--- src/rtl/cmd_pkg.sv ---
`default_nettype none

package cmd_pkg;

	localparam int BUF_DEPTH = 256;
	localparam int BUF_AW = 8;
	localparam int CMD_W = 16;
	localparam int CNT_W = BUF_AW + 1; // Counts 0 to BUF_DEPTH inclusive
	localparam int NUM_REGS = 8;
	localparam int REG_W = 8;
	localparam int AXI_AW = 12;
	localparam int AXI_DW = 32;

	// Register map offsets
	localparam logic [AXI_AW-1:0] ADDR_CTRL = 12'h000;
	localparam logic [AXI_AW-1:0] ADDR_START = 12'h004;
	localparam logic [AXI_AW-1:0] ADDR_COUNT = 12'h008;
	localparam logic [AXI_AW-1:0] ADDR_STATUS = 12'h00C;
	localparam logic [AXI_AW-1:0] ADDR_REGS = 12'h020;
	localparam logic [AXI_AW-1:0] ADDR_BUF = 12'h800;

	localparam int MAX_LOAD_IMM = 10; // Largest immediate a load accepts

	typedef enum logic [7:0] {
		op_load = 8'd0,
		op_clear = 8'd1,
		op_add = 8'd2,
		op_halt = 8'd3
	} opcode_e;

	typedef enum logic [1:0] {
		err_none = 2'd0,
		err_opcode = 2'd1,
		err_range = 2'd2
	} cmd_err_e;

	typedef enum logic [1:0] {
		fs_idle = 2'd0,
		fs_read = 2'd1,
		fs_check = 2'd2,
		fs_end = 2'd3
	} fetch_state_e;

	// Field order matches the command word, opcode in the top byte
	typedef struct packed {
		opcode_e op;
		logic [2:0] arg1;
		logic [4:0] arg2;
	} cmd_t;

	typedef logic [NUM_REGS-1:0][REG_W-1:0] regfile_t;

endpackage

`default_nettype wire

--- src/rtl/cmd_buffer.sv ---
`timescale 1ns/1ps
`default_nettype none

module cmd_buffer
	import cmd_pkg::*;
(
	input wire logic clk,
	input wire logic we,
	input wire logic [BUF_AW-1:0] waddr,
	input wire logic [CMD_W-1:0] wdata,
	input wire logic rd_en,
	input wire logic [BUF_AW-1:0] rd_addr,
	output logic [CMD_W-1:0] rd_data
);

	logic [CMD_W-1:0] mem [BUF_DEPTH];

	always_ff @(posedge clk)
	begin
		if (we)
			mem[waddr] <= wdata;
	end

	// Read data holds between fetches
	always_ff @(posedge clk)
	begin
		if (rd_en)
			rd_data <= mem[rd_addr];
	end

endmodule

`default_nettype wire

--- config.mk ---
export PLATFORM = sky130hd
export DESIGN_NAME = cmd_buffer
export DESIGN_NICKNAME = d
export VERILOG_FILES = /design/src/rtl/cmd_pkg.sv /design/src/rtl/cmd_buffer.sv
export SDC_FILE = /design/constraint.sdc
export NUM_CORES = 2
export LEC_CHECK = 0
export BUFFER_PORTS_ARGS = -buffer_cell sky130_fd_sc_hd__buf_4
export CORE_ASPECT_RATIO = 1.2
export CORE_MARGIN = 3
export CORE_UTILIZATION = 42
export DETAILED_ROUTE_END_ITERATION = 16
export PLACE_DENSITY_LB_ADDON = 0.08
export SLEW_MARGIN = 40
export SYNTH_ARGS = -nofsm -noshare
export SYNTH_HDL_FRONTEND = slang
export SYNTH_SLANG_ARGS = --single-unit
export TNS_END_PERCENT = 1
--- constraint.sdc ---
create_clock -name clk -period 5.79 [get_ports clk]
set_input_delay 0.2895 -clock clk [delete_from_list [all_inputs] [get_ports clk]]
set_output_delay 0.2895 -clock clk [all_outputs]
set_load 0.02 [all_outputs]
======== After elaboration in Yosys (flattened, before gate mapping) ========
Memory sizes are Yosys's and may differ from the RTL's. A register that Yosys moved wholly into a read port is not among the register bits.
Index checks and enable logic that the tools add are counted.
word-level totals
  register bits ........................... 0
  bits in writable memories ............... 4,096
  bits of input ports ..................... 35
  output and inout port bits .............. 16
  memories ................................ 1
cells by class
  multiplexer cells ....................... 2
memory list
  memory  words  width  rd ports  clocked after Yosys merged registers in  wr ports  RTL line          source
  mem     256    16     1         1                                        1         cmd_buffer.sv:16  logic [CMD_W-1:0] mem [BUF_DEPTH];
operators with widths
  cell              count
  1-bit 2-to-1 mux  2

======== Longest topological paths before layout ========
  word-level depth ........................ 2
  gate-level depth with buffers ........... 12
  mapped depth without buffers ............ 6

======== Least setup slack after synthesis ========
No wires, ideal clock.
  path kind ............................... input -> register
  start ................................... input port rd_addr[0]
  end ..................................... register rd_data[4] (read register of mem), data pin
  setup time .............................. 0.265 ns
  data arrival time ....................... 2.273 ns
  data required time ...................... 5.525 ns
  setup slack ............................. 3.252 ns
  cell stages on the path ................. 8
  path through ............................ buf_6 buf_6 buf_2 mux4_2 mux4_2 a22o_1 o32ai_2 nor4_2
RTL lines
  item             RTL line          source
  start, declared  cmd_buffer.sv:12  input wire logic [BUF_AW-1:0] rd_addr,
  end, declared    cmd_buffer.sv:13  output logic [CMD_W-1:0] rd_data

==> impl_metrics.env <==
export IMPL_status="completed"
export IMPL_core_sq_um=376000
export IMPL_wl_per_cell_um=34.6
export IMPL_clk_pin_slew_ns=0.06
export IMPL_grt_ovfl_total=0
export IMPL_drtIter0Drc=8626
export IMPL_firstDrtPassIters=7
export IMPL_fmax_ghz=0.287
export IMPL_grt_max_degree=166
export IMPL_path_cells="buf_16, buf_4, buf_4, mux4_2, mux2_2, a221oi_1, o31ai_4, buf_4, o32ai_1, buf_4, nor4_1"
export IMPL_antenna_left=0
export IMPL_worstPathMaxFanout=45
export IMPL_hold_viol_final=0
export IMPL_n_fill_cell=30700
export IMPL_antenna_found_initial=28
export IMPL_globalplace_congestion=0.829
export IMPL_required_ns=6.49
export IMPL_htreeDepth=5
export IMPL_die_h_um=680
export IMPL_numCtsBuffers=416
export IMPL_path_common_cell="buf_4"
export IMPL_setup_slack_ns=2.30
export IMPL_fp_dieW_um=567
export IMPL_ys_warn_count=0
export IMPL_grt_pass1_wl_mm=639
export IMPL_cts_resized=0
export IMPL_relSlewSlack_pct=37.9
export IMPL_crit_buf_inv=5
export IMPL_cp_arrival_ns=4.18
export IMPL_postSynthCellCount=7360
export IMPL_syn_nets=7395
export IMPL_worst_pin_slew_ns=0.931
export IMPL_crit_family="buffers and inverters"
export IMPL_layoutNonFillerInstCount=13200
export IMPL_syn_area_sq_um=159000
export IMPL_root_buffer="clkbuf_16"
export IMPL_insertion_delay_ns=0.96
export IMPL_fin_tns_setup_ns=0
export IMPL_synth_edf_count=4112
export IMPL_place_area_sq_um=168000
export IMPL_slowest_stage="mux4_2"
export IMPL_cp_start_kind="primary input"
export IMPL_cap_violations=0
export IMPL_min_period_over_period_pct=60.2
export IMPL_grt_pass1_vias=78900
export IMPL_slowest_delay_ns=0.56
export IMPL_rsz0062_at_grt="false"
export IMPL_place_inst=12400
export IMPL_syn_avg_cell_area_sq_um=21.6
export IMPL_drv_slew=0
export IMPL_grt_use_total_pct=23.4
export IMPL_hold_path_class="primary input to flip-flop"
export IMPL_port_buffers=50
export IMPL_pwr_density_cell_nw_per_um2=345
export IMPL_nNetsFinal=7907
export IMPL_crit_type="primary input to flip-flop"
export IMPL_routed_wl_mm=457
export IMPL_ys_seq_area_share_pct=77.7
export IMPL_ios=51
export IMPL_synth_async_reset_ratio_pct=0
export IMPL_finalSetupViolations=0
export IMPL_ir_drop_mv=0.261
export IMPL_vias=78300
export IMPL_die_area_sq_um=386000
export IMPL_final_cell_area_sq_um=182000
export IMPL_synth_flop_cell="edfxtp_1"
export IMPL_worst_setup_path_end_kind="flip-flop"
export IMPL_drc=0
export IMPL_clock_sinks=4112
export IMPL_clockBufferDepth=4
export IMPL_rows=246
export IMPL_multi_input_area_sq_um=33500
export IMPL_fin_skew_ns=0.0349
export IMPL_synth_cell_type_count=51
export IMPL_cts_tree="yes"
export IMPL_leakagePower_nw=57.3
export IMPL_area_growth_pct=14.5
export IMPL_place_ws_ns=1.27
export IMPL_seq_area_sq_um=123000
export IMPL_period_minus_slack_ns=3.49
export IMPL_drive_gt1_share_pct=26.7
export IMPL_post_dp_hpwl_mm=273
export IMPL_power_total_mw=62.8
export IMPL_synth_seq_cells=4112
export IMPL_vias_per_cell=5.94
export IMPL_start_util_pct=42.3
==> cell families after synthesis <==
group | synth area share [%]
flip-flops | 77.7
buffers and inverters | 1.69
multiplexers | 15.5
AO/OA/AOI/OAI | 3.53
AND/OR/NAND/NOR | 1.57
==> per-stage QoR <==
| stage | hold WS, ns | util (%) |
|---|---|---|
| 4_1_cts | 0.0750 | 48.4 |
| 3_5_place_dp | 0.706 | 44.7 |
| 3_3_place_gp | 0.715 | 44.6 |
| 6_report | 0.194 | 48.4 |
| 5_1_grt | 0.145 | 48.4 |
| 2_1_floorplan | 0.388 | - |
==> tightest hold or removal path: cells and delay by family <==
family	cells	cell delay [ns]
buf+inv	2	0.40
simple gates	2	0.26
==> final timing paths <==
check             cells after the start  slack, ns        start            to
setup / recovery                     11       2.30   rd_addr[0]    rd_data[0]
hold / removal                        4       0.19     waddr[4]  mem[251][12]
setup reg to reg                      8       2.64  mem[128][0]    rd_data[0]
hold reg to reg                       6       1.14  mem[226][9]    rd_data[9]
==> synth_stat cells (6+ instances only) <==
library cell | n | area (sq um)
buf_4 | 26 | 195
nand4_1 | 26 | 163
a21oi_1 | 175 | 876
a31oi_1 | 6 | 37.5
nor2_1 | 304 | 1140
a211oi_1 | 18 | 135
a22o_1 | 32 | 280
mux4_2 | 797 | 17900
buf_1 | 27 | 101
edfxtp_1 | 4112 | 123000
buf_2 | 76 | 380
o221ai_1 | 252 | 2210
nor3_1 | 92 | 460
nor4_1 | 17 | 106
o22ai_1 | 148 | 926
mux2i_1 | 565 | 5660
mux2_2 | 88 | 991
nand3_1 | 35 | 175
buf_6 | 77 | 867
clkbuf_1 | 230 | 863
a22oi_1 | 43 | 323
buf_8 | 11 | 165
o21ai_0 | 37 | 185
a221oi_1 | 28 | 245
nand2_1 | 38 | 143
nor2b_1 | 9 | 56.3
o31ai_1 | 16 | 120
and3_1 | 11 | 68.8
a2111oi_0 | 6 | 52.6
o32ai_1 | 20 | 175
==> placed cells by master (no fill, tap or decap), drive strengths merged, types with 16 or more instances in the layout <==
cell         count
nor2           304
edfxtp        4112
nand2           38
mux2i          565
nand3           35
clkinvlp        17
clkinv         188
nor3            92
dlygate4sd3     17
bufinv          45
mux4           797
buf            528
nor4            18
a22oi           43
clkbuf         513
a211oi          18
o221ai         253
a221oi          28
a22o            32
mux2            88
o22ai          148
o32ai           21
o21ai           38
o31ai           16
a21oi          175
nand4           26
==> layout make-up <==
type	count	share of cell area, %
multi-input combinational	2792	18.4
tap	4960	3.41
timing repair buffer	546	2.89
inverter	4	0.0193
sequential	4112	67.9
antenna	7	0.00963
clock buffer	512	6.01
clock inverter	258	1.36
==> state kept, by name, summed over array words and instances, names as in the netlist <==
signal and cells:
mem 4096, rd_data 16
==> routing by layer <==
| layer | GRT usage [%] | wire, um | vias up |
|---|---|---|---|
| li1 | - | - | 32400 |
| met1 | 32.7 | 190000 | 42700 |
| met2 | 38.6 | 224000 | 2557 |
| met3 | 3.17 | 26700 | 606 |
| met4 | 6.97 | 15500 | 16 |
| met5 | 0 | 95 | - |
==> power by group <==
part	internal, mW	switching [mW]
combinational	1.09	2.13
sequential	32.8	0.0458
clock	15.4	11.3
==> timing repair <==
item | CTS | global route
hold buffers | 17 | 0
endpoints found under the hold margin | 1234 | 0
setup buffers | 0 | 0
(Power assumes the default switching activity.)
