--- config.mk ---
export PLATFORM = sky130hd
export DESIGN_NAME = cmd_fetch_fsm
export DESIGN_NICKNAME = d
export VERILOG_FILES = /design/src/rtl/cmd_pkg.sv /design/src/rtl/cmd_fetch_fsm.sv
export SDC_FILE = /design/constraint.sdc
export NUM_CORES = 1
export LEC_CHECK = 0
export ABC_AREA = 1
export BUFFER_PORTS_ARGS = -buffer_cell sky130_fd_sc_hd__buf_2
export CORE_MARGIN = 10
export CORE_UTILIZATION = 45
export CTS_CLUSTER_DIAMETER = 50
export DETAILED_ROUTE_END_ITERATION = 10
export PLACE_DENSITY = 0.87
export SETUP_SLACK_MARGIN = 0.3
export SLEW_MARGIN = 20
export SYNTH_ARGS = -nofsm -noshare
export SYNTH_HDL_FRONTEND = slang
export SYNTH_SLANG_ARGS = --single-unit
--- constraint.sdc ---
create_clock -name clk -period 2.5 [get_ports clk]
set_input_delay 0.125 -clock clk [delete_from_list [all_inputs] [get_ports clk]]
set_output_delay 0.125 -clock clk [all_outputs]
set_load 0.05 [all_outputs]
--- src/rtl/cmd_pkg.sv ---
`default_nettype none

package cmd_pkg;

	localparam int BUF_DEPTH = 256;
	localparam int BUF_AW = 8;
	localparam int CMD_W = 16;
	localparam int CNT_W = BUF_AW + 1; // Counts 0 to BUF_DEPTH inclusive
	localparam int NUM_REGS = 8;
	localparam int REG_W = 8;
	localparam int AXI_AW = 12;
	localparam int AXI_DW = 32;

	// Register map offsets
	localparam logic [AXI_AW-1:0] ADDR_CTRL = 12'h000;
	localparam logic [AXI_AW-1:0] ADDR_START = 12'h004;
	localparam logic [AXI_AW-1:0] ADDR_COUNT = 12'h008;
	localparam logic [AXI_AW-1:0] ADDR_STATUS = 12'h00C;
	localparam logic [AXI_AW-1:0] ADDR_REGS = 12'h020;
	localparam logic [AXI_AW-1:0] ADDR_BUF = 12'h800;

	localparam int MAX_LOAD_IMM = 10; // Largest immediate a load accepts

	typedef enum logic [7:0] {
		op_load = 8'd0,
		op_clear = 8'd1,
		op_add = 8'd2,
		op_halt = 8'd3
	} opcode_e;

	typedef enum logic [1:0] {
		err_none = 2'd0,
		err_opcode = 2'd1,
		err_range = 2'd2
	} cmd_err_e;

	typedef enum logic [1:0] {
		fs_idle = 2'd0,
		fs_read = 2'd1,
		fs_check = 2'd2,
		fs_end = 2'd3
	} fetch_state_e;

	// Field order matches the command word, opcode in the top byte
	typedef struct packed {
		opcode_e op;
		logic [2:0] arg1;
		logic [4:0] arg2;
	} cmd_t;

	typedef logic [NUM_REGS-1:0][REG_W-1:0] regfile_t;

endpackage

`default_nettype wire

--- src/rtl/cmd_fetch_fsm.sv ---
`timescale 1ns/1ps
`default_nettype none

module cmd_fetch_fsm
	import cmd_pkg::*;
(
	input wire logic clk,
	input wire logic rst,
	input wire logic ptr_load,
	input wire logic [BUF_AW-1:0] start_addr,
	input wire logic fetch_start,
	input wire logic [CMD_W-1:0] rd_data,
	output logic rd_en,
	output logic [BUF_AW-1:0] rd_addr,
	output logic fetch_done,
	output cmd_t cmd,
	output cmd_err_e cmd_err
);

	fetch_state_e state;
	logic [BUF_AW-1:0] ptr;
	cmd_t raw;
	cmd_t dec_cmd;
	cmd_err_e dec_err;

	assign raw = cmd_t'(rd_data);
	assign rd_en = (state == fs_read);
	assign rd_addr = ptr;
	assign fetch_done = (state == fs_end);

	// Opcode table with argument masking per command
	always_comb
	begin
		dec_cmd = raw;
		dec_err = err_none;
		case (raw.op)
			op_load:
			begin
				if (raw.arg2 > MAX_LOAD_IMM)
					dec_err = err_range;
			end
			op_clear: dec_cmd.arg2 = '0;
			op_add: dec_cmd = raw;
			op_halt:
			begin
				dec_cmd.arg1 = '0;
				dec_cmd.arg2 = '0;
			end
			default: dec_err = err_opcode;
		endcase
	end

	always_ff @(posedge clk or negedge rst)
	begin
		if (!rst)
		begin
			state <= fs_idle;
			ptr <= '0;
			cmd_err <= err_none;
		end
		else
		begin
			case (state)
				fs_idle:
				begin
					if (fetch_start)
						state <= fs_read;
				end
				fs_read:
				begin
					state <= fs_check;
					ptr <= ptr + 1'b1; // Wraps at the end of the buffer
				end
				fs_check:
				begin
					state <= fs_end;
					cmd_err <= dec_err;
				end
				fs_end: state <= fs_idle;
			endcase
			if (ptr_load)
				ptr <= start_addr;
		end
	end

	// A bad word leaves the last good command in place
	always_ff @(posedge clk)
	begin
		if (state == fs_check && dec_err == err_none)
			cmd <= dec_cmd;
	end

endmodule

`default_nettype wire

# After elaboration in Yosys (flattened, before gate mapping)
# Cells that the tools add are included.
# op_classes
addsub,1
muxes,6
n_lt_le_gt_ge,1
n_reduce_logical,7
n_eq_ne,7
# op_table
cell,n
"== test 8 x 2 -> 1 bit, second input constant",2
2-to-1 mux 8 bit,2
"adder 8 x 1 -> 8 bit, second input constant",1
"== test 8 x 1 -> 1 bit, second input constant",1
logical NOT 8 bit,1
case mux 2 bit (4 select lines),1
"greater-than comparator 5 x 4 -> 1 bit, second input constant",1
"== test 2 bit, second input constant",2
logical NOT 2 bit,2
2-to-1 mux 2 bit,2
case mux 2 bit (2 select lines),1
OR reduction 3 bit,1
"== test 2 x 1 -> 1 bit, second input constant",1
"!= test 2 bit, second input constant",1
nonzero test 2 bit,1
OR reduction 2 bit,1
logical AND 1 bit,1
# word_totals
elab_cells,28
input_bits,28
reg_bits,28
out_inout_bits,28

# Logic depth before layout (Yosys ltp)
# depth
depth_word,5
depth_mapped,7
depth_no_buf,7

# Least setup slack after synthesis
# OpenSTA, ideal clock, no wires.
# synth_timing
kind,register to register
start,register state[0]
end,"register cmd[0] (netlist bit), enable pin"
setup_time_ps,389
path_stages_with_launch,5
n_path_buf,0
slack_ps,654
period_less_slack_ps,1846
arrival_time_ps,1458
t_required_ps,2111
cell_sequence,dfrtp_1 > inv_1 > ha_1 > nand2_1 > nor2_1
# synth_via
elab_chain_len,2
# synth_lines
element,line_no,source
"start, declared",cmd_fetch_fsm.sv:20,fetch_state_e state;
"start signal, assigned",cmd_fetch_fsm.sv:57,state <= fs_idle;
"start signal, assigned",cmd_fetch_fsm.sv:67,state <= fs_read;
"start signal, assigned",cmd_fetch_fsm.sv:71,state <= fs_check;
== test 2 bit,cmd_fetch_fsm.sv:89,if (state == fs_check && dec_err == err_none)
logical AND 1 bit,cmd_fetch_fsm.sv:89,
"end signal, assigned",cmd_fetch_fsm.sv:90,cmd <= dec_cmd;
"end, declared",cmd_fetch_fsm.sv:16,"output cmd_t cmd,"
# No other way between the ends.
# A chain may end at the register's enable or synchronous reset.

# Final worst setup path
# layout_timing
start,register state[1]
end,output port rd_en
# layout_via
elab_chain_len,1
# layout_lines
element,line_no,source
== test 2 x 1 -> 1 bit,cmd_fetch_fsm.sv:27,assign rd_en = (state == fs_read);
"end, declared",cmd_fetch_fsm.sv:13,"output logic rd_en,"
# No other way between the ends.

==> impl_results.md <==
* Mux contribution to synthesized area at 0%
* DR vias/cell at 4.84
* Synth async-reset ratio at 42.9%
* Adder-cell share of the synthesized area at 5.61%
* Root Driver: clkbuf_4
* Critical path launch point: state[1]
* Kind of launch point of the worst setup path: flip-flop
* Post-synth net total at 164
* Max_slew headroom at 80.9%
* Simple logic cell fraction of the synthesized area at 21.1%
* Status: finished, final reports clean
* CTS sink cnt at 28
* Global-route wire length before repair at 5050 um
* Resize count post-CTS at 0
* # fillers at 242
* Min Clock Period, post-route at 1.57 ns
* R2R depth at 5
* CTS tree: yes
* WS Path Type: reg2out
* Place WS at 1.06 ns
* Area growth syn-to-layout at 33.9%
* Max VDD drop at 0.578 mV
* Final count of negative-setup-slack endpoints at 0
* Clk_lat worst skew at 0.32 ns
* Internal power at 0.904 mW
* Net Sw Frac at 42.6%
* Core area at 0.00281 sq mm
* Post-route antenna net violation count at 0
* Share of layout cells above drive strength 1 at 34.8%
* Routed vias at 1,109
* Setup crit end kind: output pin
* Busiest layer in global routing: met2
* Final Net Count at 233
* Largest net degree at the start of global routing at 17
* Avg Inst Size Synth at 10.3 sq um
* First DRT Iteration DRCs at 28
* CP delay by family, top: flip-flops
* Logic gate share of total power at 41.2%
* Leakage power at 0.870 nW
* Port Buf Inserts at 55
* Post-synth cell types at 21
* HPWL after detailed placement at 2490 um
* Crit Reg-Reg Startpoint: state[0]
* Worst hold stages at 3
* Max incr delay on CP at 0.43 ns
* Synth Flop Type: edfxtp_1
* Net switching power at 0.670 mW
* Die ar. at 0.00555 sq mm
* Hold/Removal Path Class: in2reg
* Final Wtd Congestion at 0.843
* Tot GR Track Use at 11.6%
* Final Hold Fails at 0
* Initial Utilization at 47.7%
* Final WS setup at 0.931 ns
* Worst EP arrival at 1.44 ns
* Reg2reg setup slack at 1.03 ns
* Main combinational cell family by area after synthesis: simple AND/OR/NAND/NOR gates
* Cell Area, Placed at 0.00165 sq mm
* Cell Area, Synth at 0.00134 sq mm
* Post-route DRC at 0
* H-tree Lvls at 1
* Hold_ws at 0.0236 ns
* Max frequency at 637 MHz
* Layout Cell Area excl Fill at 0.00179 sq mm
* Core Rows at 19
* DR pass1 iterations at 4
* RSZ-0062 raised after global routing: no
* Cts bufs inserted at 3
* Power density over the cells at 879 mW/mm^2
* Ys Warns at 0
* Global routing usage on met1 at 12.6%
* Max FO, Critical Path at 4
* Die Ht at 74.5 um
* Slowest stage cell, crit path: dfrtp_1
* Total Wirelength at 3160 um
* Clk network pwr share at 18.5%
* Max-cap violations at 0
* Vias in the first global route at 1,142
* IO Count at 56
* EDFF count, synth at 16
* Setup TNS at 0 ns
* Final Core Density at 63.8%
* Avg WL per Cell at 13.8 um
* Post-Syn Instances at 130
* Synth Area in Compound Gates at 7.30%
* CTS max path bufs at 2
* Clk_skew at 0.0132 ns
* Worst-Margin Slew at 0.286 ns
* Chip width at 74.5 um
* Met2 Use GR at 19.8%
* Crit path required time at 2.38 ns
* Reg2reg end: cmd[4]
* Register bit total from synthesis at 28
* Initial antenna violation count at 0
* Post-Synth XOR/XNOR Area at 1.96%
* Post-CTS Hold Buffers at 9
* Sequential share of power at 40.2%
* Clk pin slew, worst setup/hold paths at 0.14 ns
* Worst setup path endpoint: rd_en
* Tcrit/Tclk final at 62.8%
* Post-CTS setup buffers at 0
* Max-slew violations at 0
* Antenna fix cells at 0
* Post-synthesis sequential area ratio at 58.4%
* Crit path depth at 3
* Gr ovfl total at 0
* Grt met3 use at 4.92%
* Cell Chain, Critical Path: inv_1, ha_1, buf_2
* CP bufs+invs at 2
## kinds of logic after synthesis
family | count (synthesis)
simple gates | 60
flops | 28
buf+inv | 18
compound gates | 15
fa+ha+maj | 6
xor+xnor | 3
## worst min-delay path, cell delays in order
cell	delay, ns
buf_2	0.08
nand2_1	0.04
nand3_1	0.07
## cell usage in the layout, fill, tap and decap left out, types with 3 or more instances in the layout
cell type / instances
ha_1: 6
nand3_1: 10
clkbuf_4: 3
nor2_1: 15
edfxtp_1: 16
o21ai_1: 3
buf_2: 55
dlygate4sd3_1: 9
inv_1: 15
nand2_1: 28
o21ai_0: 3
a22oi_1: 6
dfrtp_1: 12
## stage by stage
step                power (mW)  cells
finish                    1.57    229
global placement          1.26    216
floorplan                 1.12    130
global route              1.68    229
detailed placement        1.29    216
CTS                       1.59    229
## per-layer routing
metal	routed length (um)	vias up
li1	-	559
met1	1310	502
met2	1480	46
met3	358	2
met4	13	0
met5	0	-
## Yosys cell counts, types with 2 or more instances
cell type / number / share of area [%]
nand2_1: 28 / 7.9
edfxtp_1: 16 / 36
inv_1: 15 / 4.2
nor2_1: 15 / 4.2
dfrtp_1: 12 / 22
nand3_1: 10 / 3.7
a22oi_1: 6 / 3.4
ha_1: 6 / 5.6
o21ai_0: 3 / 1.1
o21ai_1: 3 / 1.1
inv_2: 2 / 0.56
nor2_2: 2 / 0.94
nor2_4: 2 / 1.7
o21bai_1: 2 / 1.1
xor2_1: 2 / 1.3
## worst min path at each step
stage / from / to / slack, ns
5_1_grt: start_addr[0] / rd_addr[0] / 0.008
6_report: start_addr[1] / rd_addr[1] / 0.02
4_1_cts: start_addr[1] / rd_addr[1] / 0.01
3_3_place_gp: rst / rd_addr[1] / 0.02
2_1_floorplan: rst / cmd_err[0] / -0.17
3_5_place_dp: rst / rd_addr[1] / 0.02
## area by class of cell
class	instances	area, sq um	area share, %
Sequential cell	28	781	43.6
Multi-Input combinational cell	84	482	26.9
Timing Repair Buffer	65	373	20.8
Inverter	17	63.8	3.56
Tap cell	31	38.8	2.17
Clock inverter	1	30.0	1.68
Clock buffer	3	22.5	1.26
## sequential cells by signal (all words and copies together) (netlist names)
register and count:
state 2, cmd_err 2, cmd 16, rd_addr 8
## power by group through the flow
stage | clock network [mW] | registers [mW] | logic [mW]
2_1_floorplan | 0 | 0.807 | 0.316
3_3_place_gp | 0 | 0.639 | 0.624
3_5_place_dp | 0 | 0.643 | 0.646
4_1_cts | 0.300 | 0.633 | 0.659
5_1_grt | 0.321 | 0.646 | 0.712
6_report | 0.291 | 0.633 | 0.649
Note: power is estimated with default switching activity, not from simulation.
