==> src/rtl/cmd_pkg.sv <==
`default_nettype none

package cmd_pkg;

	localparam int BUF_DEPTH = 256;
	localparam int BUF_AW = 8;
	localparam int CMD_W = 16;
	localparam int CNT_W = BUF_AW + 1; // Counts 0 to BUF_DEPTH inclusive
	localparam int NUM_REGS = 8;
	localparam int REG_W = 8;
	localparam int AXI_AW = 12;
	localparam int AXI_DW = 32;

	// Register map offsets
	localparam logic [AXI_AW-1:0] ADDR_CTRL = 12'h000;
	localparam logic [AXI_AW-1:0] ADDR_START = 12'h004;
	localparam logic [AXI_AW-1:0] ADDR_COUNT = 12'h008;
	localparam logic [AXI_AW-1:0] ADDR_STATUS = 12'h00C;
	localparam logic [AXI_AW-1:0] ADDR_REGS = 12'h020;
	localparam logic [AXI_AW-1:0] ADDR_BUF = 12'h800;

	localparam int MAX_LOAD_IMM = 10; // Largest immediate a load accepts

	typedef enum logic [7:0] {
		op_load = 8'd0,
		op_clear = 8'd1,
		op_add = 8'd2,
		op_halt = 8'd3
	} opcode_e;

	typedef enum logic [1:0] {
		err_none = 2'd0,
		err_opcode = 2'd1,
		err_range = 2'd2
	} cmd_err_e;

	typedef enum logic [1:0] {
		fs_idle = 2'd0,
		fs_read = 2'd1,
		fs_check = 2'd2,
		fs_end = 2'd3
	} fetch_state_e;

	// Field order matches the command word, opcode in the top byte
	typedef struct packed {
		opcode_e op;
		logic [2:0] arg1;
		logic [4:0] arg2;
	} cmd_t;

	typedef logic [NUM_REGS-1:0][REG_W-1:0] regfile_t;

endpackage

`default_nettype wire

==> src/rtl/cmd_sequencer.sv <==
`timescale 1ns/1ps
`default_nettype none

module cmd_sequencer
	import cmd_pkg::*;
(
	input wire logic clk,
	input wire logic rst,
	input wire logic run_start,
	input wire logic [CNT_W-1:0] cmd_count,
	input wire logic fetch_done,
	input wire cmd_t cmd,
	input wire cmd_err_e cmd_err,
	output logic ptr_load,
	output logic fetch_start,
	output logic busy,
	output logic done,
	output cmd_err_e run_err,
	output logic [CNT_W-1:0] exec_count,
	output regfile_t regs
);

	logic [CNT_W-1:0] run_count;
	logic [CNT_W-1:0] next_count;
	logic exec_valid;

	assign ptr_load = run_start;
	assign next_count = exec_count + 1'b1;
	assign exec_valid = busy && fetch_done && (cmd_err == err_none);

	always_ff @(posedge clk or negedge rst)
	begin
		if (!rst)
		begin
			busy <= 1'b0;
			done <= 1'b0;
			fetch_start <= 1'b0;
			exec_count <= '0;
			run_err <= err_none;
			run_count <= '0;
		end
		else
		begin
			fetch_start <= 1'b0;
			if (run_start)
			begin
				run_count <= cmd_count; // Host may rewrite COUNT during the run
				exec_count <= '0;
				run_err <= err_none;
				if (cmd_count == '0)
				begin
					busy <= 1'b0;
					done <= 1'b1;
				end
				else
				begin
					busy <= 1'b1;
					done <= 1'b0;
					fetch_start <= 1'b1;
				end
			end
			else if (busy && fetch_done)
			begin
				if (cmd_err != err_none)
				begin
					run_err <= cmd_err; // First error stops the run
					busy <= 1'b0;
					done <= 1'b1;
				end
				else
				begin
					exec_count <= next_count;
					if (cmd.op == op_halt || next_count == run_count)
					begin
						busy <= 1'b0;
						done <= 1'b1;
					end
					else
						fetch_start <= 1'b1;
				end
			end
		end
	end

	// Register contents survive from one run to the next
	always_ff @(posedge clk or negedge rst)
	begin
		if (!rst)
			regs <= '0;
		else if (exec_valid)
		begin
			case (cmd.op)
				op_load: regs[cmd.arg1] <= REG_W'(cmd.arg2);
				op_clear: regs[cmd.arg1] <= '0;
				op_add: regs[cmd.arg1] <= regs[cmd.arg1] + REG_W'(cmd.arg2); // Wraps mod 256
				default: ;
			endcase
		end
	end

endmodule

`default_nettype wire

==> config.mk <==
export PLATFORM = sky130hd
export DESIGN_NAME = cmd_sequencer
export DESIGN_NICKNAME = d
export VERILOG_FILES = /design/src/rtl/cmd_pkg.sv /design/src/rtl/cmd_sequencer.sv
export SDC_FILE = /design/constraint.sdc
export NUM_CORES = 1
export LEC_CHECK = 0
export BUFFER_PORTS_ARGS = -buffer_cell sky130_fd_sc_hd__buf_2
export CAP_MARGIN = 20
export CORE_ASPECT_RATIO = 1.2
export CORE_MARGIN = 2
export CORE_UTILIZATION = 45
export DETAILED_ROUTE_END_ITERATION = 12
export HOLD_SLACK_MARGIN = 0.03
export PLACE_DENSITY_LB_ADDON = 0.1
export SKIP_CTS_REPAIR_TIMING = 1
export SLEW_MARGIN = 20
export SYNTH_ARGS = -nofsm -noshare
export SYNTH_HDL_FRONTEND = slang
export SYNTH_SLANG_ARGS = --single-unit
==> constraint.sdc <==
create_clock -name clk -period 2.7 [get_ports clk]
set_input_delay 0.54 -clock clk [delete_from_list [all_inputs] [get_ports clk]]
set_output_delay 0.54 -clock clk [all_outputs]
set_load 0.05 [all_outputs]
-- Yosys cells after proc, flatten, opt, wreduce, memory -nomap -nowiden
Cells that the tools add are included.
- logic and storage cells: 68
- bits in read-only memories: 0
- memory bits (writable): 0
- flip-flop bits (word level): 87
- output and inout port bits: 79
- memories kept: 0
- latch bits: 0
- reduce and logical (&&, ||, !) cells: 16
- div/mod/pow operators: 0
- bitwise operators: 2
- equality and inequality tests: 5
- shifts and indexed selects: 0
- add/sub/neg operators: 2
- order comparisons: 2
- $mul: 0
- mux-type cells: 27
- operators by type and width (kind ; number):
    case mux 64 bit (3 select lines) ; 1
    bitwise mux 64 bit ; 2
    bitwise AND 64 bit ; 1
    NOT 64 bit ; 1
    two-way mux 9 bit ; 3
    binary-select mux 8 bit (select 3 bit) ; 1
    demux 8 bit (select 3 bit) ; 1
    == test 8 x 2 -> 1 bit (second input constant) ; 2
    two-way mux 8 bit ; 2
    two-way mux 1 bit ; 14
    adder 9 x 1 -> 9 bit (second input constant) ; 1
    == test 9 bit ; 1
    logical NOT 9 bit ; 1
    adder 8 x 5 -> 8 bit ; 1
    == test 8 x 1 -> 1 bit (second input constant) ; 1
    logical NOT 8 bit ; 1
    AND reduction 2 bit ; 4
    two-way mux 2 bit ; 3
    nonzero test 2 bit ; 3
    nonzero test 3 bit ; 2
    < comparator 3 x 4 -> 1 bit (second input constant) ; 1
    >= comparator 3 x 1 -> 1 bit (second input constant) ; 1
    logical AND 1 bit ; 3
    logical NOT 2 bit ; 1
    2 further kinds ; 2

-- Longest topological paths before layout
- word-level depth: 7
- mapped depth: 14
- mapped depth without buffers: 12

-- Worst setup path before layout
Ideal clock, no wire load.
- path type: in2reg
- start point: in cmd[7] in the netlist's numbering
- end point: reg (tool-made name)
- stages: 14
- setup slack: -976 ps
- library setup time: 142 ps
- arrival time: 3534 ps
- cell sequence: buf_2 > buf_1 > clkbuf_1 > mux4_2 > nand2_1 > o221ai_1 > ha_1 > fa_1 > a21o_1 > a21oi_1 > xnor2_1 > a22o_1 > a21oi_1 > o21ai_0
- RTL lines (what ; line ; text):
    from (decl) ; cmd_sequencer.sv:12 ; input wire cmd_t cmd,

==> results.yml <==
outcome:
  status: "finished with violations"
  violations: "setup timing"
yosys:
  synthArstFlopShare_pct: 100
  yosysWarnings: 0
  synth_top_family_by_area: "compound AO/OA/AOI/OAI gates"
  ys_seq_area_share_pct: 47.3
  synth_adder_area_share_pct: 2.07
  avgSynthCellArea_um2: 9.66
  synthMuxAreaShare_pct: 7.43
  synth-simple-area-share_pct: 17.3
  syn-cell-area_um2: 4600
  synth_compound_area_share_pct: 18.3
  synth_xor_area_share_pct: 4.57
  synthFlopType: "dfrtp_1"
  synthCells: 476
  synth-edff-count: 0
  yosysUniqueCellTypes: 60
  ys_seq_elements: 87
  syn-num-nets: 514
global_routing:
  grt.overflow.total: 0
  grt_pass1_wl_um: 20700
  antenna_found_initial: 0
  grt.total_usage_pct: 25.0
  grt_pass1_vias: 3982
  grt_max_degree: 47
route:
  drt-pass1-iter-count: 5
  drc: 0
  vias: 4279
  via_per_inst: 5.60
  drt-initial-drc-count: 223
  wl_per_cell_um: 18.0
  ant_nets: 0
  routed_wl_um: 13700
clocking:
  insertion_delay_ps: 340
  cts_root_buffer: "clkbuf_16"
  htree_levels: 3
  clk_pin_slew_ps: 60
  clock_sinks: 87
  clock_path_buffers: 2
  cts_tree: "done"
  cts_buffers: 9
final_layout:
  layout.nets: 672
  drive_gt1_share_pct: 39.7
  fin_cells: 764
  area_delta_synth_final_pct: 36.5
  diodes: 0
  fill_cells: 849
sta:
  grt_setup_unrepaired: "true"
  layout_min_cycle_time_ps: 2770
  drv_slew: 0
  fin_worst_skew_ps: 5.44
  max_freq_mhz: 361
  setup_violations: 23
  hold_viol_final: 0
  fin_ws_ps: -71.1
  relSlewSlack_pct: 59.9
  tightest_slew_ps: 594
  period_share_pct: 103
  holdWs_ps: 169
place:
  gp_congestion: 0.896
  dp_cells: 742
  place_hpwl_um: 10400
  io_buffers: 109
floorplan:
  io_pins: 110
  fp.dieH_um: 115
  fp.dieW_um: 96.3
  start_util_pct: 46.2
  fp.coreArea_um2: 9960
  num_rows: 40
  dieArea_um2: 11000
setup_path:
  cp_max_fo: 8
  cp.required_ps: 2920
  crit_path_top_delay_cell: "mux4_2"
  endpoint_kind: "flop"
  cp_data_arrival_time_ps: 2990
  critPathMaxStageDelay_ps: 480
  worst_setup_path_start_kind: "flop"
  path_class: "reg -> reg"
  crit_path_cell_trace: "mux4_2 -> nand2_2 -> o221ai_2 -> ha_2 -> fa_2 -> a21o_1 -> a21oi_2 -> xnor2_1 -> a22o_1 -> a21oi_4 -> buf_12 -> a21oi_1"
flow_run:
  cap_viol_max_count: 0
pwr:
  power.leakage_uw: 0.00302
  total_power_uw: 3090
  power_density_nw_per_um2: 492
  max-vdd-ir-drop_uv: 342
min_path:
  hold_path_class: "in -> async"
## cell families (layout without fill, tap and decap cells)
kind of cell / Yosys count / after routing
AOI/OAI and AO/OA: 132 / 132
xor gates and xnor gates: 24 / 24
adders and majority gates: 7 / 7
buffers and inverters: 31 / 193
DFF: 87 / 87
muxes: 24 / 24
and+or+nand+nor: 171 / 171
## worst paths after layout
| path | startpoint | to | slack (ps) | cells past startpoint |
|---|---|---|---|---|
| max | flop | flop | -70 | 12 |
| min | rst | regs[63] | 170 | 1 |
| max reg2reg | flop | flop | -70 | 12 |
| min reg2reg | regs[38] | regs[38] | 500 | 2 |
| max in group asynchronous | rst | exec_count[4] | 1890 | 2 |
| min in group clk | cmd_count[5] | run_count[5] | 440 | 2 |
## layer usage
layer / GRT usage [%] / routed length [um]
met1: 33.8 / 6080
met2: 39.8 / 6860
met3: 5.37 / 603
met4: 8.57 / 193
met5: 0 / 0
## per-stage QoR
| step | instance area, um2 | worst slack [ps] | setup TNS [ps] | utilization (%) |
|---|---|---|---|---|
| floorplan | 4680 | -300 | -8860 | - |
| detailed placement | 5660 | -518 | -21140 | 56.8 |
| global route | 6280 | -172 | -4680 | 63.0 |
| global placement | 5660 | -441 | -19090 | 56.8 |
| finish | 6280 | -71.1 | -897 | 63.0 |
| CTS | 5950 | -156 | -3340 | 59.8 |
## final cells by class
| type | instances | area (um2) | share of cell area [%] |
|---|---|---|---|
| Multi-Input combinational cell | 358 | 2510 | 40.0 |
| Sequential cell | 87 | 2180 | 34.7 |
| Timing Repair Buffer | 164 | 1070 | 17.1 |
| Inverter | 14 | 65.1 | 1.04 |
| Clock buffer | 10 | 239 | 3.81 |
| Tap cell | 126 | 158 | 2.51 |
| Clock inverter | 5 | 58.8 | 0.937 |
## report_power, final
part	total [uW]	switching, uW	internal [uW]	leakage, uW
logic	476	276	199	0.00174
registers	1360	26.0	1330	0.00114
clock network	1250	517	737	0.000141
## cell usage after synthesis, types with 2 or more instances
cell type / instances / area, um2
a211oi_1: 3 / 22.5
a21o_1: 2 / 15.0
a21oi_1: 30 / 150
a21oi_2: 2 / 17.5
a221o_1: 4 / 40.0
a221oi_1: 7 / 61.3
a22o_1: 3 / 26.3
a22oi_1: 2 / 15.0
a31oi_1: 2 / 12.5
and2_1: 2 / 12.5
and3_1: 6 / 37.5
buf_2: 5 / 25.0
buf_4: 3 / 22.5
clkbuf_1: 7 / 26.3
dfrtp_1: 87 / 2180
ha_1: 6 / 75.1
inv_1: 14 / 52.6
mux2_2: 15 / 169
mux2i_1: 3 / 30.0
mux4_1: 2 / 52.6
mux4_2: 3 / 67.6
nand2_1: 70 / 263
nand3_1: 17 / 85.1
nor2_1: 49 / 184
nor2b_1: 6 / 37.5
nor3_1: 3 / 15.0
nor3b_1: 2 / 15.0
nor4_1: 3 / 18.8
o21a_1: 3 / 22.5
o21ai_0: 33 / 165
o21ai_1: 16 / 80.1
o21bai_1: 3 / 22.5
o221ai_1: 2 / 17.5
o22a_1: 6 / 52.6
o22ai_1: 6 / 37.5
or2_2: 2 / 12.5
or3_1: 2 / 12.5
xnor2_1: 15 / 131
xor2_1: 9 / 78.8
## worst max-delay path: cells and delay by family (launching register included)
kind / cells / cell delay (ps)
AOI/OAI and AO/OA: 6 / 900
adders and majority gates: 2 / 550
muxes: 1 / 480
DFF: 1 / 400
buffers and inverters: 1 / 140
xor gates and xnor gates: 1 / 90
and+or+nand+nor: 1 / 80
## cells in the final DEF (no fill, tap or decap), types with 14 or more instances in the layout
master	instances
o21ai_2	16
o21ai_1	14
nand3_1	16
xnor2_1	14
mux2_2	15
buf_4	48
a21oi_1	21
buf_2	105
dfrtp_1	87
nand2_1	69
o21ai_0	19
nor2_1	48
(Power assumes the default switching activity.)
