==> src/rtl/cmd_pkg.sv <==
`default_nettype none

package cmd_pkg;

	localparam int BUF_DEPTH = 256;
	localparam int BUF_AW = 8;
	localparam int CMD_W = 16;
	localparam int CNT_W = BUF_AW + 1; // Counts 0 to BUF_DEPTH inclusive
	localparam int NUM_REGS = 8;
	localparam int REG_W = 8;
	localparam int AXI_AW = 12;
	localparam int AXI_DW = 32;

	// Register map offsets
	localparam logic [AXI_AW-1:0] ADDR_CTRL = 12'h000;
	localparam logic [AXI_AW-1:0] ADDR_START = 12'h004;
	localparam logic [AXI_AW-1:0] ADDR_COUNT = 12'h008;
	localparam logic [AXI_AW-1:0] ADDR_STATUS = 12'h00C;
	localparam logic [AXI_AW-1:0] ADDR_REGS = 12'h020;
	localparam logic [AXI_AW-1:0] ADDR_BUF = 12'h800;

	localparam int MAX_LOAD_IMM = 10; // Largest immediate a load accepts

	typedef enum logic [7:0] {
		op_load = 8'd0,
		op_clear = 8'd1,
		op_add = 8'd2,
		op_halt = 8'd3
	} opcode_e;

	typedef enum logic [1:0] {
		err_none = 2'd0,
		err_opcode = 2'd1,
		err_range = 2'd2
	} cmd_err_e;

	typedef enum logic [1:0] {
		fs_idle = 2'd0,
		fs_read = 2'd1,
		fs_check = 2'd2,
		fs_end = 2'd3
	} fetch_state_e;

	// Field order matches the command word, opcode in the top byte
	typedef struct packed {
		opcode_e op;
		logic [2:0] arg1;
		logic [4:0] arg2;
	} cmd_t;

	typedef logic [NUM_REGS-1:0][REG_W-1:0] regfile_t;

endpackage

`default_nettype wire

==> src/rtl/axil_cmd_regs.sv <==
`timescale 1ns/1ps
`default_nettype none

module axil_cmd_regs
	import cmd_pkg::*;
(
	input wire logic clk,
	input wire logic rst,

	input wire logic [AXI_AW-1:0] awaddr,
	input wire logic awvalid,
	output logic awready,
	input wire logic [AXI_DW-1:0] wdata,
	input wire logic wvalid,
	output logic wready,
	output logic bvalid,
	output logic [1:0] bresp,
	input wire logic bready,
	input wire logic [AXI_AW-1:0] araddr,
	input wire logic arvalid,
	output logic arready,
	output logic rvalid,
	output logic [AXI_DW-1:0] rdata,
	output logic [1:0] rresp,
	input wire logic rready,

	output logic buf_we,
	output logic [BUF_AW-1:0] buf_waddr,
	output logic [CMD_W-1:0] buf_wdata,

	output logic run_start,
	output logic [BUF_AW-1:0] start_addr,
	output logic [CNT_W-1:0] cmd_count,
	input wire logic busy,
	input wire logic done,
	input wire cmd_err_e run_err,
	input wire logic [CNT_W-1:0] exec_count,
	input wire regfile_t regs
);

	logic wr_take;
	logic rd_take;
	logic wr_buf;
	logic [AXI_DW-1:0] rd_mux;

	// One write and one read in flight at most
	assign wr_take = awvalid && wvalid && !bvalid;
	assign rd_take = arvalid && !rvalid;
	assign awready = wr_take;
	assign wready = wr_take;
	assign arready = rd_take;
	assign bresp = 2'b00;
	assign rresp = 2'b00;

	// Buffer window spans 0x800 to 0xBFC
	assign wr_buf = (awaddr[AXI_AW-1:BUF_AW+2] == ADDR_BUF[AXI_AW-1:BUF_AW+2]);
	assign buf_we = wr_take && wr_buf;
	assign buf_waddr = awaddr[BUF_AW+1:2];
	assign buf_wdata = wdata[CMD_W-1:0];

	assign run_start = wr_take && (awaddr == ADDR_CTRL) && wdata[0] && !busy;

	always_ff @(posedge clk or negedge rst)
	begin
		if (!rst)
		begin
			bvalid <= 1'b0;
			start_addr <= '0;
			cmd_count <= '0;
		end
		else
		begin
			if (wr_take)
				bvalid <= 1'b1;
			else if (bready)
				bvalid <= 1'b0;

			if (wr_take && awaddr == ADDR_START)
				start_addr <= wdata[BUF_AW-1:0];
			if (wr_take && awaddr == ADDR_COUNT)
				cmd_count <= wdata[CNT_W-1:0];
		end
	end

	always_comb
	begin
		rd_mux = '0;
		if (araddr[AXI_AW-1:5] == ADDR_REGS[AXI_AW-1:5])
			rd_mux = {{(AXI_DW-REG_W){1'b0}}, regs[araddr[4:2]]};
		else
		begin
			case (araddr)
				ADDR_START: rd_mux = {{(AXI_DW-BUF_AW){1'b0}}, start_addr};
				ADDR_COUNT: rd_mux = {{(AXI_DW-CNT_W){1'b0}}, cmd_count};
				ADDR_STATUS: rd_mux = {{(AXI_DW-CNT_W-8){1'b0}}, exec_count, 4'b0000,
					run_err, done, busy};
				default: rd_mux = '0; // CTRL and the buffer are write only
			endcase
		end
	end

	always_ff @(posedge clk or negedge rst)
	begin
		if (!rst)
			rvalid <= 1'b0;
		else if (rd_take)
			rvalid <= 1'b1;
		else if (rready)
			rvalid <= 1'b0;
	end

	always_ff @(posedge clk)
	begin
		if (rd_take)
			rdata <= rd_mux; // Held while rvalid waits on rready
	end

endmodule

`default_nettype wire

==> config.mk <==
export PLATFORM = sky130hd
export DESIGN_NAME = axil_cmd_regs
export DESIGN_NICKNAME = d
export VERILOG_FILES = /design/src/rtl/cmd_pkg.sv /design/src/rtl/axil_cmd_regs.sv
export SDC_FILE = /design/constraint.sdc
export NUM_CORES = 1
export LEC_CHECK = 0
export ABC_AREA = 1
export BUFFER_PORTS_ARGS = -buffer_cell sky130_fd_sc_hd__buf_2
export CORE_AREA = 2 2 87 89
export DETAILED_ROUTE_END_ITERATION = 6
export DIE_AREA = 0 0 89 91
export PLACE_DENSITY = 0.82
export REMOVE_ABC_BUFFERS = 1
export SLEW_MARGIN = 10
export SYNTH_ARGS = -nofsm -noshare
export SYNTH_HDL_FRONTEND = slang
export SYNTH_SLANG_ARGS = --single-unit
==> constraint.sdc <==
create_clock -name clk -period 2.4 [get_ports clk]
set_clock_uncertainty 0.1 [all_clocks]
set_input_delay 0.36 -clock clk [delete_from_list [all_inputs] [get_ports clk]]
set_output_delay 0.36 -clock clk [all_outputs]
set_load 0.02 [all_outputs]
Yosys cells after proc, flatten, opt, wreduce, memory -nomap -nowiden
Cells that the tools add are included.

storage, ports and cells
  memory bits (writable) = 0
  register bits = 36
  memories kept = 0
  logic and storage cells = 37
  memory bits (read-only) = 0
  bits in latches = 0
  output and inout bits = 84

operators by class
  multipliers = 0
  div/mod/pow operators = 0
  bitwise operators = 0
  equal/unequal tests = 7
  order comparisons = 1
  add/subtract/negate cells = 0
  reductions and logical operators = 15
  mux-type cells = 8
  shift operators = 0

operator list
  kind                                                        number
  one-hot mux 17 bit (3 select lines)                         1
  == test 12 x 4 -> 1 bit, second input constant              3
  binary-select mux 8 bit (select 3 bit)                      1
  == test 12 x 3 -> 1 bit, second input constant              2
  2-to-1 mux 8 bit                                            2
  logical NOT 12 bit                                          1
  logical AND 1 bit                                           9
  == test 7 x 1 -> 1 bit, second input constant               1
  less-than comparator 3 x 4 -> 1 bit, second input constant  1
  2-to-1 mux 1 bit                                            4
  nonzero test 2 bit                                          2
  logical NOT 1 bit                                           3
  == test 2 bit, second input constant                        1

Longest topological paths before layout
Gate-level depths: netlist of run 1.

  word-level depth = 5
  mapped depth = 9
  gate-level depth less buffers = 8

Worst setup path after synthesis of run 1
Ideal clock, no wire load.

  path type = reg2out
  start = register bvalid
  end = output buf_we
  buffers on the path = 0
  slack = 776 ps
  arrival time = 1,164 ps
  stages on the path, launching flop included = 6
  cells stage by stage = dfrtp_1 > inv_2 > nand3_2 > inv_1 > nand2_1 > nor2_1

on the way
  word-level cells in the longest chain between the ends = 3

ends and longest elaborated chain
  what                    line                 text
  start, declared         axil_cmd_regs.sv:16  output logic bvalid,
  start signal, assigned  axil_cmd_regs.sv:67  bvalid <= 1'b0;
  start signal, assigned  axil_cmd_regs.sv:74  bvalid <= 1'b1;
  start signal, assigned  axil_cmd_regs.sv:76  bvalid <= 1'b0;
  logical NOT 1 bit       axil_cmd_regs.sv:47  assign wr_take = awvalid && wvalid && !bvalid;
  logical AND 1 bit       axil_cmd_regs.sv:47
  via awready             axil_cmd_regs.sv:12  output logic awready,
  logical AND 1 bit       axil_cmd_regs.sv:57  assign buf_we = wr_take && wr_buf;
  end, declared           axil_cmd_regs.sv:27  output logic buf_we,

The timed path passes the listed nets, and every way through them passes these cells.

Worst setup path in the final report of run 1
  start = register bvalid
  end = output run_start

on the way
  word-level cells in the longest chain between the ends = 5

ends and longest elaborated chain
  what                             line                 text
  logical NOT 1 bit                axil_cmd_regs.sv:47
  logical AND 1 bit                axil_cmd_regs.sv:47
  logical AND 1 bit (3 in series)  axil_cmd_regs.sv:61  assign run_start = wr_take && (awaddr == ADDR_CTRL) && wdata[0] && !busy;
  end, declared                    axil_cmd_regs.sv:31  output logic run_start,

No other way between the ends.

==> qor.yml, run 1 <==
numCtsBuffers: 5
critPathArrivalTime_ns: 1.42
place_hpwl_um: 6470
gp_congestion: 0.760
clkSlewWorstSetupHoldPaths_ns: 0.07
crit_path_start_kind: "flop"
netlist_area_mm2: 0.00289
diodes: 0
cts_root_buffer: "clkbuf_8"
yosys.area_share.adder: 0
cts_buffer_depth: 2
leakage_uw: 0.00205
synth-compound-area-share: 0.0601
overflow: 0
cpPeakStageDelay_ns: 0.39
grt_usage: 0.189
vias_per_cell: 4.57
drc: 0
dr_total_vias: 2868
finalSetupViolCount: 0
cts_tree: "yes"
postSynthCellCount: 381
slowest_stage: "dfrtp_1"
antenna_found_initial: 0
critPathTopFamily: "simple AND/OR/NAND/NOR gates"
first_pass_iters: 4
avgSynthCellArea_um2: 7.59
rows: 31
drive_above_1_share: 0.439
p_total_uw: 1480
internal_power_uw: 1020
die-area_mm2: 0.00810
critical_path_class: "reg -> out"
yosysUniqueCellTypes: 29
tightest_slew_ns: 0.501
finalCritPeriodShare: 0.783
clock_sink_count: 36
yosysSeqAreaShare: 0.341
holdWs_ns: 0.150
switching_share: 0.314
routed_wl_um: 8060
drt_iter0_drc: 107
die_h_um: 91
pwr-share-comb: 0.259
met2_usage: 0.344
busiest_layer: "met2"
ir_worst_vdd_mv: 0.178
ys_ff_latch: 36
status: "completed"
power_density_mw_per_mm2: 409
max_freq_mhz: 532
drt-wirelength-per-cell_um: 12.9
num_io_pins: 224
crit_chain: "inv_2 > nand3_2 > nor3_4 > and3_1 > buf_2"
use_met3: 0.0509
report.final.slew_viol_count: 0
ys.warnings.count: 0
fillers: 725
io_buffers: 174
synth-xor-area-share: 0
cp-end-kind: "primary output"
grt_pass1_wl_um: 12000
period_needed_ns: 1.88
path_max_fanout: 3
use_met1: 0.216
crit_buf_inv: 2
htreeDepth: 2
pwr-share-seq: 0.458
antenna_left: 0
hold_violations: 0
hold_path.class: "in -> reg"
setup_tns_ns: 0
crit_required_ns: 1.94
synthSimpleGateAreaFrac: 0.372
syn2layout_area_growth_pct: 25.3
p_clk_frac: 0.283
max-cap-violations: 0
nets: 667
slew_headroom: 0.665
grt_pass1_vias: 2691
rsz0062_at_grt: "false"
muxShareOfSynthArea: 0
synth_top_family_by_area: "simple AND/OR/NAND/NOR gates"
fp.coreArea_mm2: 0.00714
clock_latency_ns: 0.28
p_switching_uw: 464
die_width_um: 89
grt_max_degree: 21
initial_utilization: 0.405
==> layout make-up <==
class / instances / area (um2) / share of cell area
Sequential cell: 36 / 986 / 0.272
Tap cell: 99 / 124 / 0.0342
Clock buffer: 6 / 72.6 / 0.0200
Multi-Input combinational cell: 252 / 1320 / 0.364
Inverter: 54 / 208 / 0.0573
Timing Repair Buffer: 178 / 903 / 0.249
Clock inverter: 2 / 11.3 / 0.00311
==> worst paths after layout <==
check / slack (ns) / depth (start not counted) / endpoint / from
setup reg to reg: 0.86 / 6 / cmd_count[1] / bvalid
hold / removal: 0.15 / 2 / bvalid / bready
min in group asynchronous: 0.47 / 2 / rvalid / rst
hold reg to reg: 0.42 / 2 / start_addr[7] / start_addr[7]
setup / recovery: 0.52 / 5 / run_start / bvalid
max in group asynchronous: 1.43 / 2 / start_addr[7] / rst
==> state kept, by name, summed over array words and instances (netlist names) <==
name,flops
rdata,17
cmd_count,9
start_addr,8
bvalid,1
rvalid,1
==> layout by cell type, fill, tap and decap left out, types with 5 or more instances in the layout <==
| master | Yosys | final |
|---|---|---|
| clkbuf_8 | 0 | 5 |
| nor3b_2 | 8 | 8 |
| nand3_1 | 40 | 40 |
| dfrtp_1 | 19 | 19 |
| buf_2 | 3 | 174 |
| nor2_1 | 27 | 27 |
| nand2_1 | 102 | 102 |
| nor2_2 | 5 | 5 |
| nand4_1 | 13 | 13 |
| inv_1 | 50 | 50 |
| o21ai_2 | 17 | 17 |
| conb_1 | 1 | 19 |
| edfxtp_1 | 17 | 17 |
==> worst reg2reg max path, stage by stage (launching register included) <==
cell and delay [ns]:
dfrtp_1 0.39, inv_2 0.06, nand3_2 0.10, nor3_4 0.24
nand3_4 0.29, nand2_1 0.18, o21ai_2 0.07
==> cells in the mapped netlist, drive strengths merged <==
library cell / count / area [um2]
conb: 1 / 3.75
nor4: 1 / 6.26
nand2: 107 / 424
o21ai: 22 / 174
buf: 57 / 447
nor3b: 8 / 100
and3: 1 / 6.26
inv: 54 / 208
nor2: 36 / 186
or2: 1 / 8.76
nand3: 43 / 245
edfxtp: 17 / 510
nand4: 13 / 81.3
dfrtp: 19 / 475
nor3: 1 / 16.3
==> power groups by stage <==
stage | combinational, uW | sequential [uW] | clock, uW
detailed placement | 383 | 692 | 0
global placement | 374 | 691 | 0
global route | 418 | 681 | 461
CTS | 386 | 679 | 432
finish | 383 | 679 | 420
floorplan | 143 | 725 | 0
==> logic make-up after synthesis <==
family / count (synthesis)
and+or+nand+nor: 211
buffers and inverters: 111
other: 1
DFF: 36
AOI/OAI and AO/OA: 22
==> through the flow <==
stage               std cells  setup slack [ns]  instance area, um2   util
floorplan                 342             0.659                2510      -
global placement          618             0.587                3530  0.495
detailed placement        618             0.541                3530  0.495
CTS                       627             0.498                3620  0.508
global route              627             0.443                3620  0.508
finish                    627             0.521                3620  0.508
==> repair_timing <==
item / in CTS / in global routing
hold buffers: 1 / 0
hold endpoints to repair: 19 / 0
resized for setup: 0 / 0
buffers inserted: 0 / 0
==> metal layers <==
metal,share of wire,vias up,wire (um)
li1,-,1433,-
met1,0.40,1271,3210
met2,0.50,158,4050
met3,0.090,6,729
met4,0.0074,0,60
met5,0,-,0
Note: power is estimated with default switching activity, not from simulation.
==> run 2: changes to the inputs <==
- clock period: 2.4 -> 1.9 ns (I/O delays scaled with it)
==> qor.yml, run 2 (same netlist as run 1, synthesis figures left out) <==
fillers: 740  # +2.1%
cts_buffer_depth: 2  # unchanged
drt-wirelength-per-cell_um: 12.4  # -3.8%
fp.coreArea_mm2: 0.00714  # unchanged
endpoint: "run_start"
die_width_um: 89  # unchanged
regToRegEndpoint: "cmd_count[6]"
crit_buf_inv: 2  # unchanged
syn2layout_area_growth_pct: 26.8
ctsResizeCount: 0  # unchanged
power_density_mw_per_mm2: 549  # +34%
setup_slack_ns: 0.0949  # -0.426 ns
cp-end-kind: "primary output"
mostFrequentLayoutCell: "buf_2"
grt_pass1_wl_um: 12000  # -0.34%
critPathArrivalTime_ns: 1.42  # about the same
rsz0062_at_grt: "false"
drt_iter0_drc: 121  # +13%
clock_latency_ns: 0.28  # about the same
crit_chain: "inv_2 > nand3_2 > nor3_4 > and3_1 > buf_2"
status: "completed"
rows: 31  # unchanged
die_h_um: 91  # unchanged
hold_violations: 0  # unchanged
path_max_fanout: 3  # unchanged
htreeDepth: 2  # unchanged
drive_above_1_share: 0.443  # +0.00400
r2r-start: "bvalid"
gp_congestion: 0.755  # -0.70%
drc: 0  # unchanged
clkSlewWorstSetupHoldPaths_ns: 0.08  # about the same
regArea_um2: 986  # unchanged
report.final.slew_viol_count: 0  # unchanged
leakage_uw: 0.00207  # +0.89%
mostFrequentLayoutCells: "buf_2 (174), nand2_1 (102), inv_1 (50), nand3_1 (40), nor2_1 (27)"
regMostFlops: "rdata"
antenna_left: 0  # unchanged
clock_sink_count: 36  # unchanged
first_pass_iters: 4  # unchanged
pre_cts_slack_ns: 0.255  # -0.286 ns
rr_worst_depth: 6  # unchanged
slew_headroom: 0.666  # +0.000935
setup_tns_ns: 0  # unchanged
finalCritPeriodShare: 0.950
multi_input_area_mm2: 0.00132  # unchanged
largestRegisters: "rdata: 17 flops, cmd_count: 9 flops, start_addr: 8 flops"
overflow: 0  # unchanged
r2r_slack_ns: 0.39  # -0.47 ns
cts_root_buffer: "clkbuf_8"
ir_worst_vdd_mv: 0.319  # +79%
critPathTopFamily: "simple AND/OR/NAND/NOR gates"
vias_per_cell: 4.58  # +0.20%
crit_path_start: "bvalid"
die-area_mm2: 0.00810  # unchanged
crit_path_start_kind: "flop"
nets: 669  # +0.30%
io_buffers: 174  # unchanged
numCtsBuffers: 5  # unchanged
tightest_slew_ns: 0.500  # -0.00140 ns
slowest_stage: "dfrtp_1"
dr_total_vias: 2883  # +0.52%
largest_reg_flops: 17  # unchanged
holdWs_ns: 0.0760  # -0.0739 ns
critical_path_class: "reg -> out"
cts_tree: "yes"
max-cap-violations: 0  # unchanged
hold_depth: 2  # unchanged
max_freq_mhz: 554
grt_max_degree: 21  # unchanged
finalSetupViolCount: 0  # unchanged
routed_wl_um: 7780  # -3.5%
grt_usage: 0.186  # -0.00307
diodes: 0  # unchanged
period_needed_ns: 1.81
initial_utilization: 0.405  # unchanged
grt_pass1_vias: 2704  # +0.48%
cp_num_cells: 5  # unchanged
num_io_pins: 224  # unchanged
crit_required_ns: 1.51  # -0.43 ns
antenna_found_initial: 0  # unchanged
hold_path.class: "in -> reg"
place_hpwl_um: 6350  # -2.0%
cpPeakStageDelay_ns: 0.39  # about the same
[run 2: cell types whose count changed in the layout (fill, tap and decap cells not counted)]
cell | before | now
inv_4 | 3 | 2
bufinv_16 | 0 | 1
clkinvlp_4 | 0 | 1
clkbuf_1 | 1 | 0
buf_4 | 3 | 5
[run 2: cell type report]
cell class,instances,share of cell area
Multi-Input combinational cell,252,0.360
Sequential cell,36,0.269
Inverter,54,0.0566
Tap cell,99,0.0338
Timing Repair Buffer,180,0.250
Clock buffer,5,0.0188
Clock inverter,3,0.0116
[run 2: report_power, final]
group,internal (uW),switching (uW)
sequential,849,8.57
clock,388,284
combinational,181,304
[run 2: worst min-delay path by stage]
stage          startpoint  endpoint  slack [ns]
2_1_floorplan         rst    bvalid       -0.11
3_3_place_gp          rst    rvalid        0.13
3_5_place_dp          rst    rvalid        0.15
4_1_cts            bready    bvalid        0.07
5_1_grt            bready    bvalid        0.06
6_report           bready    bvalid        0.08
[run 2: metal layers]
metal | vias up | global-route usage | routed length [um]
met5 | - | 0 | 0
met4 | 0 | 0.0410 | 74
met3 | 8 | 0.0491 | 720
met2 | 149 | 0.346 | 3850
met1 | 1290 | 0.207 | 3130
li1 | 1436 | - | -
[run 2: timing repair]
item,CTS,global route
setup buffers,0,0
hold buffers,1,0
endpoints found under the hold margin,19,0
[run 2: through the flow]
stage,total power [uW],utilization,cell area (um2),instances
2_1_floorplan,1100,-,2510,342
3_3_place_gp,1350,0.497,3550,620
3_5_place_dp,1360,0.497,3550,620
4_1_cts,2040,0.514,3670,629
5_1_grt,2110,0.514,3670,629
6_report,2010,0.514,3670,629
